## config.mk

```make
export PLATFORM = sky130hd
export DESIGN_NAME = rcn_slave
export DESIGN_NICKNAME = d
export VERILOG_FILES = /design/src/rcn_bus_pkg.sv /design/src/rcn_slave.sv
export VERILOG_INCLUDE_DIRS = /design/src
export SDC_FILE = /design/constraint.sdc
export NUM_CORES = 1
export LEC_CHECK = 0
export BUFFER_PORTS_ARGS = -buffer_cell sky130_fd_sc_hd__buf_4
export CORE_ASPECT_RATIO = 1.1
export CORE_UTILIZATION = 49
export CTS_CLUSTER_DIAMETER = 150
export DETAILED_ROUTE_END_ITERATION = 6
export GPL_TIMING_DRIVEN = 0
export PLACE_DENSITY_LB_ADDON = 0.05
export SLEW_MARGIN = 10
export SYNTH_ARGS = -nofsm -noshare
export SYNTH_HDL_FRONTEND = slang
export SYNTH_SLANG_ARGS = --single-unit
export TNS_END_PERCENT = 1
```

## constraint.sdc

```tcl
create_clock -name rcn_clk -period 17.05 [get_ports rcn_clk]
set_input_delay 2.5575 -clock rcn_clk [delete_from_list [all_inputs] [get_ports rcn_clk]]
set_output_delay 2.5575 -clock rcn_clk [all_outputs]
set_load 0.02 [all_outputs]
```

## src/lsa_settings.svh

```systemverilog
// Build-time constants of the logic state analyzer, included by the RTL and the testbench
`ifndef LSA_SETTINGS_SVH
`define LSA_SETTINGS_SVH

// low address bits decoded inside the 4 kB register window
// the remaining upper ring address bits select the window itself
`define LSA_WINDOW_BITS 12

// log2 of the number of 32-bit words in the sample memory
// word 0 holds control/status and word 1 the live input in the address map
`define LSA_DEPTH_LOG2 10

// control values loaded into the ring-side register in the first cycle after reset
// an armed, unforced analyzer waits for the target trigger from power-up
`define LSA_INIT_ARMED 1
`define LSA_INIT_FORCED 0

// mode value handed to the debug target until the host writes its own
`define LSA_INIT_MODE 8'h00

`endif

```

## src/rcn_bus_pkg.sv

```systemverilog
// Ring bus packet layout and bus operation type, shared by ring nodes and the testbench
package rcn_bus_pkg;

    // byte address carried on the ring
    typedef logic [23:0] rcn_addr_t;

    // kind of register access a request asks for
    typedef enum logic
    {
        OP_READ  = 1'b0,
        OP_WRITE = 1'b1
    } rcn_op_e;

    // one 69-bit ring packet, most significant field first
    // a response keeps src_id so the master can match it to its request
    typedef struct packed
    {
        logic       valid;
        logic       req;
        logic       wr;
        logic [5:0] src_id;
        logic [3:0] mask;
        rcn_addr_t  addr;
        logic [31:0] data;
    } rcn_packet_t;

endpackage

```

## src/rcn_slave.sv

```systemverilog
// Three-stage ring node that turns requests for its window into register accesses and responses
`include "lsa_settings.svh"

module rcn_slave
    import rcn_bus_pkg::*;
#(
    parameter logic [23-`LSA_WINDOW_BITS:0] ADDR_BASE = 1
)
(
    input  logic        rcn_clk,
    input  logic        rcn_rst,
    input  rcn_packet_t rcn_in,
    output rcn_packet_t rcn_out,
    output logic        cs,
    output logic        wr,
    output rcn_addr_t   addr,
    output logic [31:0] wdata,
    input  logic [31:0] rdata
);

    rcn_packet_t in_q;
    rcn_packet_t mid_q;
    rcn_packet_t out_q;
    rcn_packet_t resp;
    rcn_op_e     op;
    rcn_op_e     mid_op;
    logic        hit;
    logic        mid_hit;

    // only live requests aimed at our window are taken, responses always pass
    assign hit = rcn_in.valid && rcn_in.req &&
                 (rcn_in.addr[23:`LSA_WINDOW_BITS] == ADDR_BASE);

    assign op = in_q.wr ? OP_WRITE : OP_READ;

    // the register access is presented straight from the first stage
    assign wr    = (op == OP_WRITE);
    assign addr  = in_q.addr;
    assign wdata = in_q.data;

    always_ff @(posedge rcn_clk or posedge rcn_rst)
    begin
        if (rcn_rst)
        begin
            in_q    <= '0;
            mid_q   <= '0;
            out_q   <= '0;
            cs      <= 1'b0;
            mid_hit <= 1'b0;
            mid_op  <= OP_READ;
        end
        else
        begin
            in_q    <= rcn_in;
            cs      <= hit;
            mid_q   <= in_q;
            mid_hit <= cs;
            mid_op  <= op;
            // by now the top has registered rdata for the access in stage two
            out_q   <= mid_hit ? resp : mid_q;
        end
    end

    // a response keeps the tag, write data is echoed back unchanged
    always_comb
    begin
        resp     = mid_q;
        resp.req = 1'b0;
        if (mid_op == OP_READ)
        begin
            resp.data = rdata;
        end
    end

    assign rcn_out = out_q;

endmodule

```

# ---- Word level (Yosys, flattened, before mapping)
# Cells that the tools add are included.
# W data, S select, Z words.
dict set report word_totals {
  ff_bits 210
  inputBits 103
  out_inout_bits 127
  elab_cells 30
}
dict set report classes {
  n_eq_ne 1
  muxes 3
  n_reduce_logical 2
}
# op count
set op_table {}
lappend op_table {{$mux W68} 1}
lappend op_table {{$mux W32} 1}
lappend op_table {{$eq A12 B1 Y1 const B} 1}
lappend op_table {{$logic_and A1 B1 Y1} 2}
lappend op_table {{$mux W1} 1}

# ---- Longest topological paths before layout
# Gate-level depths: netlist of run 1.
dict set report logic_depth {
  ltp_word 2
  depth_mapped 4
  mapped_depth_nobuf 2
}

# ---- Worst setup path before layout of run 1
# No wires, ideal clock.
dict set report synth_timing {
  path_kind {register to output}
  from {register in_q, in the netlist addr[0]}
  to {output addr[0]}
  arrival_ns 0.499
  required_ns 14.492
  path_slack_ns 13.994
  path_stages_with_launch 2
  path_buffers 1
  path_cell_list {dfrtp_1 -> buf_4}
}
# item line_no
set synth_lines {}
lappend synth_lines {{start, declared} rcn_slave.sv:21} ;# rcn_packet_t in_q;
lappend synth_lines {{start signal, assigned} rcn_slave.sv:54} ;# in_q <= rcn_in;
lappend synth_lines {{end, declared} rcn_slave.sv:16} ;# output rcn_addr_t addr,
# No word-level cell between the ends.

# ---- Worst setup path in the final report of run 1
dict set report layout_timing {
  from {register in_q, in the netlist addr[8]}
  to {output addr[8]}
}
# No word-level cell between the ends.

==> key figures, run 1 <==
STA
  • Relative slew slack: 60.3%
  • Final min period: roughly 3700 ps
  • Achievable frequency: 0.271 GHz
  • Max Slew Vio Count: 0
  • Final Skew: 6.98 ps
  • Finish-stage setup viols: 0
  • Crit share post-route: ~22%
  • RSZ-0062 raised after global routing: no
  • Slew of the pin with the lowest slew margin: about 600 ps
  • Fin. Hold Viols: 0
  • Final TNS setup: 0 ps

Drt
  • # DRC: 0
  • Initial DRC Count: 75
  • DR pass1 iterations: 3
  • Vias: 3,190
  • DRT Wirelength: 11.0 mm
  • Wire per inst: 15.1 microns
  • Vias per Instance: 4.37
  • Post-route ant nets: 0

Logic synthesis
  • Largest cells by area after synthesis: dfrtp_1 84%, mux2_4 7.2%, buf_4 6.7%
  • Post-Syn Instances: 309
  • Cell taking the most area after synthesis: dfrtp_1
  • Mean Syn Cell Area: 20.2 sq um
  • Syn_nets: between 400 and 500
  • Yosys cell types: 13
  • Seq/Total Area, Yosys: 83.7%
  • Synth Register Bits: 209
  • Share of the synthesized area in the top cell type: roughly 84%
  • Mapped Area: 6250 sq um
  • Yosys warnings: 0

Final layout
  • ANT cells: 0
  • Most common cell after layout, fill and taps aside: buf_4
  • Most frequent cells in the layout: 285 x buf_4, 209 x dfrtp_1, 30 x mux2_4
  • Area growth syn-to-layout: 43.7%
  • # fillers: 773
  • Layout cell share with drive strength beyond 1: between 60% and 70%
  • Final net count: 665
  • Final instance area: 8970 sq um

Setup path
  • CP Max Fanout: 2
  • Bufs and invs on worst path: 2
  • CP Capture Type: output port
  • CP max stage delay: a little under 400 ps
  • Crit path required time: 14,490 ps
  • Worst EP arrival: 1140 ps
  • Reg-to-Reg Start: mid_op
  • Most numerous cell on the critical path: buf_4
  • Cell Chain, Critical Path: buf_4 -> buf_4
  • CP Launch Type: flop
  • Largest delay share family, worst path: flip-flops
  • Slowest CP cell: dfrtp_1
  • CP Class: reg -> out
  • Setup crit start: addr[8]

Placement
  • Port-buffer cells: 229
  • DP Wirelength: 7.59 mm
  • Routability cong.: slightly below 0.7
  • Dpl cell area: 8190 sq um

CTS
  • CTS Hold Buffers Added: 0
  • Clk_lat worst skew: 470 ps
  • CTS clk-pin slew, worst paths: 60 ps
  • Num CTS Buffers: 21
  • # Post-CTS Setup Buffers: 0
  • CTS root buf: clkbuf_16
  • Post-CTS Resized: 0
  • H-tree levels: 1
  • CTS tree: done
  • CTS Sinks: ~210
  • Worst-case clock buffer depth: 3

Floorplanning
  • I/O pin count: 230
  • Core Rows: 42
  • Die Ht: 120 microns
  • Initial Utilization: 51.0%
  • Core area: about 12,000 sq um
  • Total Die Area: 13,200 sq um
  • Die W: around 110 microns

Job
  • Max_cap viols: 0

Outcome
  • Status: complete, no violations

Min path
  • Hold path startpoint: mid_q[34]
  • Worst min path class: reg -> reg

Global routing
  • Initial antenna violation count: 0
  • Vias in the first global route: 3,349
  • First-pass GRT wire length: about 17 mm
  • GRT Residual Overflow: 0
  • GRT Overall Usage: around 17%
  • Largest net degree at the start of global routing: 121

Power and ir drop
  • Pwr Density: 124 nW/um^2
  • Peak VDD IR: ~0.088 mV
  • Leakage Power: 4.55 nW
  • Total design power: 1.11 mW
==> where the power goes <==
group	leakage [nW]	internal (mW)	switching, mW
logic	1.74	0.0469	0.0424
registers	2.44	0.521	0.00842
clock network	0.365	0.316	0.180
==> kinds of logic (layout without fill, tap and decap cells) <==
| logic type | Yosys count | after routing | share of synthesized area (%) |
|---|---|---|---|
| flops | 209 | 209 | 83.7 |
| buf+inv | 61 | 328 | 7.93 |
| mux | 32 | 32 | 7.57 |
| simple gates | 7 | 7 | 0.761 |
==> synth_stat cells (all sizes together) <==
master / number
and4b: 1
nor2: 1
dfrtp: 209
nor4: 2
inv: 1
nor2b: 1
and4: 1
mux2: 32
buf: 60
nand2b: 1
==> through the flow <==
stage,setup slack (ps),hold slack (ps),utilization (%),cells
2_1_floorplan,8780,331,-,309
3_3_place_gp,7000,331,66.6,692
3_5_place_dp,13390,335,66.9,693
4_1_cts,13320,341,73.3,730
5_1_grt,13310,352,73.3,730
6_report,13350,341,73.3,730
==> worst register-to-register path, cell delays in order, from the launching register on <==
cell	delay, ps
dfrtp_1	370
nand2b_1	150
buf_6	140
buf_12	150
mux2_4	300
==> area by class of cell <==
cell class,count,area (sq um),area share [%]
sequential,209,5230,58.3
multi-input combinational,39,520,5.80
inverter,1,11.3,0.125
timing repair buffer,230,1750,19.5
clock buffer,24,567,6.32
tap,154,193,2.15
clock inverter,13,214,2.38
buffer,60,492,5.48
==> worst paths after layout <==
kind                          endpoint  slack [ps]  cells past startpoint
setup reg to reg           rcn_out[24]       15810                      4
hold reg to reg            rcn_out[34]         340                      0
hold / removal             rcn_out[34]         340                      0
min in group asynchronous  rcn_out[32]        2180                      2
setup / recovery               addr[8]       13350                      2
max in group asynchronous     in_q[62]       13920                      3
==> state kept, by name, indices dropped and copies added, names as in the netlist <==
signal / cells
rcn_out: 69
mid_q: 68
wdata: 32
addr: 24
in_q: 13
cs: 1
mid_hit: 1
mid_op: 1
==> per-layer routing <==
metal	GRT usage, %	vias up	part of all wire (%)	wire (microns)
li1	-	1439	-	-
met1	18.2	1592	34	3760
met2	30.5	143	54	5910
met3	6.42	16	11	1170
met4	3.83	0	1.4	155
met5	0.840	-	0	0
Note: power is estimated with default switching activity, not from simulation.
==> inputs of run 2 (changes only) <==
--- a/config.mk
+++ b/config.mk
@@ -8,7 +8,7 @@
 export LEC_CHECK = 0
 export BUFFER_PORTS_ARGS = -buffer_cell sky130_fd_sc_hd__buf_4
 export CORE_ASPECT_RATIO = 1.1
-export CORE_UTILIZATION = 49
+export CORE_UTILIZATION = 48
 export CTS_CLUSTER_DIAMETER = 150
 export DETAILED_ROUTE_END_ITERATION = 6
 export GPL_TIMING_DRIVEN = 0
==> constraint.sdc (replaced) <==
create_clock -name rcn_clk -period 3.7 [get_ports rcn_clk]
set_input_delay 0.555 -clock rcn_clk [delete_from_list [all_inputs] [get_ports rcn_clk]]
set_output_delay 0.555 -clock rcn_clk [all_outputs]
set_load 0.02 [all_outputs]
==> run 2 against run 1 <==
Compared with the run above: global-route usage is 0.096 points lower; count of clock-buffer cells in the layout is 5 higher; highest routed layer unchanged; sequential power grew to 4.6 times the previous value; first-iteration DRC count is 69% higher; non-clock buffer count is 4 higher; routed wire length hardly changed; final cell count is 0.14% higher; hold slack worse by 210 ps.
==> key figures, run 2 (synthesis results as in run 1) <==
Floorplanning
  • Total Die Area: 13,500 sq um (+2.0%)
  • Die W: 111 microns (+1.0%)
  • Core Rows: 43 (+2.4%)
  • Core area: 12,600 sq um (+3.3%)
  • Initial Utilization: 49.4% (-1.6 points)
  • Die Ht: 122 microns (+1.0%)
  • I/O pin count: 230 (unchanged)

CTS
  • # Post-CTS Setup Buffers: 0 (unchanged)
  • Num CTS Buffers: 22 (+4.8%)
  • CTS Hold Buffers Added: 0 (unchanged)
  • CTS Sinks: 209 (unchanged)
  • CTS clk-pin slew, worst paths: 50 ps (about the same)
  • CTS tree: done
  • H-tree levels: 1 (unchanged)
  • Clk_lat worst skew: 490 ps (+20 ps)
  • CTS root buf: clkbuf_16
  • Post-CTS Resized: 0 (unchanged)
  • Worst-case clock buffer depth: 3 (unchanged)

Global routing
  • Largest net degree at the start of global routing: 42 (-65%)
  • GRT Overall Usage: 16.7% (-0.096 points)
  • Vias in the first global route: 3,347 (-0.060%)
  • First-pass GRT wire length: 17.2 mm (+3.8%)
  • Initial antenna violation count: 0 (unchanged)
  • GRT Residual Overflow: 0 (unchanged)

Final layout
  • Final instance area: 8920 sq um (-0.57%)
  • # fillers: 863 (+12%)
  • Multi-input gate area: 520 sq um (unchanged)
  • Area growth syn-to-layout: 42.8%
  • Most frequent cells in the layout: 285 x buf_4, 209 x dfrtp_1, 30 x mux2_4
  • Reg area: 5230 sq um (unchanged)
  • Final net count: 670 (+0.75%)
  • Layout cell share with drive strength beyond 1: 61.7% (-0.83 points)
  • ANT cells: 0 (unchanged)
  • Most common cell after layout, fill and taps aside: buf_4
  • Max reg flops: 69 (unchanged)

Power and ir drop
  • Peak VDD IR: 0.484 mV (+450%)
  • Sw frac: 21.0% (+0.29 points)
  • Comb power frac: 8.6% (+0.6 points)
  • Clock power share: 41.3% (-3.2 points)
  • Int Pwr: 3.85 mW (+340%)
  • Net Sw Power: 1.02 mW (+340%)
  • Flop pwr share: 50.1% (+2.6 points)
  • Pwr Density: 546 nW/um^2 (+340%)
  • Leakage Power: 4.53 nW (-0.33%)

Drt
  • Vias per Instance: 4.31 (-1.4%)
  • Vias: 3,151 (-1.2%)
  • DR pass1 iterations: 4 (+1)
  • Post-route ant nets: 0 (unchanged)
  • # DRC: 0 (unchanged)
  • DRT Wirelength: 11.0 mm (about the same)
  • Wire per inst: 15.0 microns (-0.15%)
  • Initial DRC Count: 127 (+69%)

STA
  • Crit share post-route: 46.3%
  • Max Slew Vio Count: 0 (unchanged)
  • Fin. Hold Viols: 0 (unchanged)
  • Final Skew: 10.2 ps (+3.20 ps)
  • Relative slew slack: 63.0% (+2.8 points)
  • Hold_ws: 129 ps (-212 ps)
  • Achievable frequency: 0.584 GHz
  • Final min period: 1710 ps
  • RSZ-0062 raised after global routing: no
  • Finish-stage setup viols: 0 (unchanged)
  • Slew of the pin with the lowest slew margin: 553 ps (-43.0 ps)

Placement
  • Routability cong.: 0.719 (+3.8%)
  • DP Wirelength: 7.75 mm (+2.1%)
  • Dpl cell area: 8270 sq um (+0.89%)
  • Port-buffer cells: 229 (unchanged)

Outcome
  • Status: complete, no violations

Setup path
  • Crit path required time: 3140 ps (-11,350 ps)
  • CP Max Fanout: 2 (unchanged)
  • Worst EP arrival: 1160 ps (+20 ps)
  • CP Class: reg -> out
  • CP Capture Type: output port
  • CP Launch Type: flop

Min path
  • Worst min path class: in -> async

Job
  • Max_cap viols: 0 (unchanged)
run 2: changes by cell type in the layout (fill, tap and decap cells not counted):
cell        change
buf_12          +5
clkbuf_8        -1
buf_16          -1
bufinv_16       -4
clkbuf_1        +4
clkbuf_16       +2
inv_8           -1
clkinvlp_4      -4
clkinv_4        -2
run 2: area by class of cell:
class	instances	share of cell area, %
plain buffers	60	5.51
clock buffers	29	6.93
clock inverters	2	0.435
inverters	1	0.0841
multi-input cells	39	5.83
flip-flops and latches	209	58.6
well taps	157	2.20
repair buffers	234	20.4
run 2: power groups by stage:
| stage | registers, mW | clock network, mW | logic (mW) |
|---|---|---|---|
| after floorplan | 2.52 | 0 | 0.147 |
| after global placement | 2.48 | 0 | 0.409 |
| after detailed placement | 2.48 | 0 | 0.427 |
| after CTS | 2.44 | 2.07 | 0.429 |
| after global routing | 2.45 | 2.17 | 0.450 |
| final | 2.44 | 2.01 | 0.421 |
run 2: worst paths after layout:
| kind | from | depth (start not counted) | end | slack, ps |
|---|---|---|---|---|
| min reg2reg | mid_q[56] | 0 | rcn_out[56] | 340 |
| min | rcn_rst | 2 | addr[0] | 130 |
| min in group rcn_clk | rcn_in[27] | 1 | wdata[27] | 170 |
| max reg2reg | mid_op | 4 | rcn_out[19] | 2460 |
| max in group asynchronous | rcn_rst | 5 | rcn_out[63] | 2490 |
| max | wdata[26] | 2 | wdata[26] | 1990 |
run 2: metrics by stage:
stage / worst slack (ps) / instances / power, mW / utilization [%] / TNS [ps]
4_1_cts: 1960 / 731 / 4.94 / 70.6 / 0
5_1_grt: 1940 / 731 / 5.07 / 70.6 / 0
3_3_place_gp: -549 / 695 / 2.89 / 64.6 / -112290
3_5_place_dp: 1910 / 700 / 2.91 / 65.4 / 0
6_report: 1990 / 731 / 4.87 / 70.6 / 0
2_1_floorplan: 431 / 309 / 2.67 / - / 0
run 2: critical path, stage by stage, from the launching register on:
cell and delay (ps):
dfrtp_1 390, buf_4 140, buf_4 150
run 2: metal layers:
layer	routed length [microns]	part of all wire, %	GRT usage (%)
met1	3920	36	19.1
met2	5590	51	27.7
met3	1200	11	7.16
met4	274	2.5	6.83
met5	0	0	0
==> inputs of run 3 (changes only) <==
--- a/config.mk
+++ b/config.mk
@@ -6,9 +6,10 @@
 export SDC_FILE = /design/constraint.sdc
 export NUM_CORES = 1
 export LEC_CHECK = 0
+export ABC_AREA = 1
 export BUFFER_PORTS_ARGS = -buffer_cell sky130_fd_sc_hd__buf_4
 export CORE_ASPECT_RATIO = 1.1
-export CORE_UTILIZATION = 48
+export CORE_UTILIZATION = 44
 export CTS_CLUSTER_DIAMETER = 150
 export DETAILED_ROUTE_END_ITERATION = 6
 export GPL_TIMING_DRIVEN = 0
==> constraint.sdc (replaced) <==
create_clock -name rcn_clk -period 1.4 [get_ports rcn_clk]
set_input_delay 0.21 -clock rcn_clk [delete_from_list [all_inputs] [get_ports rcn_clk]]
set_output_delay 0.21 -clock rcn_clk [all_outputs]
set_load 0.02 [all_outputs]
==> run 3 against run 2 <==
Compared with the run above: count of clock-buffer cells in the layout shrank 1; critical path depth is the same; utilization grew 3.3 points; clock skew grew 3.6 ps; largest cell class unchanged; synthesized cell count grew 28%; the flow now finishes with violations (hold timing); clock power grew to 3.0 times the previous value; design area grew 15%; sequential power grew to 2.6 times the previous value; die area grew 9.7%; sequential share of layout area shrank 7.7 points; highest routed layer unchanged; first-iteration DRC count grew 28%.
==> key figures, run 3 <==
Setup path
  • Cell Chain, Critical Path: buf_4 -> buf_4
  • Reg-to-Reg Start: mid_hit
  • Slowest CP cell: dfrtp_1
  • R2R Path End: rcn_out[4]
  • CP Class: reg -> out
  • Most numerous cell on the critical path: buf_4
  • Worst EP arrival: 1150 ps (about the same)
  • Setup crit start: wdata[8]
  • R2R Setup Slk: 410 ps (-2050 ps)
  • Reg2Reg Depth: 4 (unchanged)
  • CP max stage delay: 380 ps (about the same)
  • CP Max Fanout: 2 (unchanged)
  • Crit path required time: 1190 ps (-1950 ps)
  • CP Launch Type: flop
  • CP Capture Type: output port

Placement
  • DP Wirelength: 8.53 mm (+10%)
  • Setup WS pre-CTS: -55.6 ps (-1970 ps)
  • Routability cong.: 0.705 (-2.0%)
  • Port-buffer cells: 229 (unchanged)
  • Dpl cell area: 8380 sq um (+1.4%)

CTS
  • CTS clk-pin slew, worst paths: 60 ps (about the same)
  • Worst-case clock buffer depth: 3 (unchanged)
  • Num CTS Buffers: 21 (-4.5%)
  • CTS root buf: clkbuf_16
  • Clk_lat worst skew: 480 ps (about the same)
  • CTS Sinks: 209 (unchanged)
  • H-tree levels: 1 (unchanged)
  • CTS tree: done

Floorplanning
  • Total Die Area: 14,800 sq um (+9.7%)
  • Initial Utilization: 45.3% (-4.1 points)
  • Die Ht: 127 microns (+4.8%)
  • Die W: 116 microns (+4.8%)
  • Core Rows: 45 (+4.7%)
  • Core area: 13,900 sq um (+10%)
  • I/O pin count: 230 (unchanged)

Final layout
  • Most common cell after layout, fill and taps aside: buf_4
  • Final instance area: 10,300 sq um (+15%)
  • # fillers: 915 (+6.0%)
  • Layout cell share with drive strength beyond 1: 45.2% (-16 points)
  • Area growth syn-to-layout: 63.2%
  • Max reg flops: 69 (unchanged)
  • Final net count: 863 (+29%)
  • Most frequent cells in the layout: 277 x buf_4, 209 x dfrtp_1, 103 x dlygate4sd3_1

Logic synthesis
  • Yosys cell types: 11 (-2)
  • Top FF cell, synth: dfrtp_1
  • Adder-Cell Fraction of Synth Area: 0% (unchanged)
  • Simple-Gate Fraction of Synth Area: 7.91% (+7.2 points)
  • Synth Register Bits: 209 (unchanged)
  • Compound-Gate Fraction of Synth Area: 0% (unchanged)
  • Cell taking the most area after synthesis: dfrtp_1
  • Mean Syn Cell Area: 15.9 sq um (-22%)
  • Seq/Total Area, Yosys: 83.1% (-0.63 points)
  • FFs w/ async S/R, synth: 100% (unchanged)
  • Post-Syn Instances: 397 (+28%)
  • Largest cells by area after synthesis: dfrtp_1 83%, buf_4 7.2%, nand2_1 3.6%
  • Syn_nets: 500 (+21%)
  • Mapped Area: 6290 sq um (+0.76%)
  • Yosys warnings: 0 (unchanged)
  • Largest family of logic cells by synthesized area: buffers and inverters
  • Ranking of synthesized cells by instance count: 209 x dfrtp_1, 60 x buf_4, 60 x nand2_1
  • Mux cell area share after synthesis: 0% (-7.6 points)
  • Xor/xnor cell area share of the yosys netlist: 0% (unchanged)
  • Most frequent cell after synthesis: dfrtp_1
  • Post-synth EDFFs: 0 (unchanged)
  • Share of the synthesized area in the top cell type: 83.1% (-0.63 points)

Outcome
  • Status: finished, violations left
  • Failing checks: hold timing

Job
  • Max_cap viols: 0 (unchanged)

STA
  • Relative slew slack: 57.5% (-5.6 points)
  • Final min period: 1360 ps
  • Hold_ws: -173 ps (-302 ps)
  • Achievable frequency: 0.737 GHz
  • Final Skew: 13.8 ps (+3.62 ps)
  • Final WS setup: 43.6 ps (-1940 ps)
  • Finish-stage setup viols: 0 (unchanged)
  • Crit share post-route: between 90% and 100%
  • Max Slew Vio Count: 0 (unchanged)
  • Fin. Hold Viols: 56 (+56)
  • Final TNS setup: 0 ps (unchanged)
  • Slew of the pin with the lowest slew margin: 636 ps (+82.8 ps)

Global routing
  • Largest net degree at the start of global routing: 41 (-2.4%)
  • GRT Overall Usage: 18.6% (+1.9 points)
  • Vias in the first global route: 4,296 (+28%)
  • Initial antenna violation count: 1 (+1)
  • GRT Residual Overflow: 0 (unchanged)
  • First-pass GRT wire length: 21.0 mm (+22%)

Power and ir drop
  • Comb power frac: 10.1% (+1.5 points)
  • Int Pwr: 11.0 mW (+190%)
  • Pwr Density: 1360 nW/um^2 (+150%)
  • Net Sw Power: 2.93 mW (+190%)
  • Leakage Power: 5.12 nW (+13%)
  • Peak VDD IR: 1.03 mV (+110%)
  • Clock power share: 43.7% (+2.4 points)
  • Sw frac: 21.0% (about the same)
  • Flop pwr share: 46.2% (-3.9 points)

Drt
  • DR pass1 iterations: 4 (unchanged)
  • Post-route ant nets: 0 (unchanged)
  • DRT Wirelength: 13.7 mm (+25%)
  • # DRC: 0 (unchanged)
  • Vias per Instance: 4.20 (-2.7%)
  • Vias: 4,041 (+28%)
  • Initial DRC Count: 162 (+28%)
  • Wire per inst: 14.3 microns (-5.1%)

Min path
  • Worst min path class: in -> async
-- run 3: per-layer routing --
| layer | track usage, % | share of wire, % | wire length [microns] |
|---|---|---|---|
| met1 | 20.7 | 37 | 5060 |
| met2 | 32.4 | 52 | 7080 |
| met3 | 6.45 | 8.7 | 1200 |
| met4 | 7.16 | 2.9 | 396 |
| met5 | 0 | 0 | 0 |
-- run 3: timing repair --
action                                  in CTS  in global routing
buffers inserted                             0                  0
endpoints found under the hold margin      117                 76
gates resized for setup                      0                 12
endpoints found under the setup margin       0                 35
hold buffers                               103                  2
-- run 3: layout make-up --
class                      instances  area (sq um)  area share (%)
timing repair buffer             340          2970            28.9
antenna                            1          2.50          0.0244
inverter                          12          51.3           0.499
buffer                            66           518            5.04
tap                              188           235            2.29
clock buffer                      28           592            5.76
clock inverter                     9           178            1.73
multi-input combinational        110           498            4.85
sequential                       209          5230            50.9
-- run 3: worst max-delay path, delay by kind of cell, from the launching register on --
family,cells,cell delay (ps)
buffers and inverters,2,280
DFF,1,380
-- run 3: how the worst max path moves through the flow --
stage                     cells past startpoint  slack [ps]          end
after detailed placement                      6         -60  rcn_out[37]
after global routing                          2        -0.6     addr[16]
after floorplan                               1       -1520      addr[0]
final                                         2          40     wdata[8]
after CTS                                     7          20  rcn_out[37]
after global placement                        2       -2550      addr[4]
-- run 3: cells by family (layout without fill, tap and decap cells) --
logic type             Yosys count  after routing
flip-flops                     209            209
AND/OR/NAND/NOR                110            110
buffers and inverters           78            455
other                            0              1
-- run 3: per-stage QoR --
stage	cells	total power [mW]	utilization, %
after detailed placement	820	7.71	60.3
after global routing	963	14.5	73.9
final	963	14.0	73.9
after global placement	814	7.64	59.3
after floorplan	397	7.06	-
after CTS	960	14.1	73.2
-- run 3: power by group through the flow --
stage	clock (mW)	sequential (mW)	combinational (mW)
floorplan	0	6.67	0.387
global placement	0	6.55	1.09
detailed placement	0	6.56	1.15
CTS	6.26	6.45	1.39
global route	6.49	6.48	1.51
finish	6.09	6.45	1.41
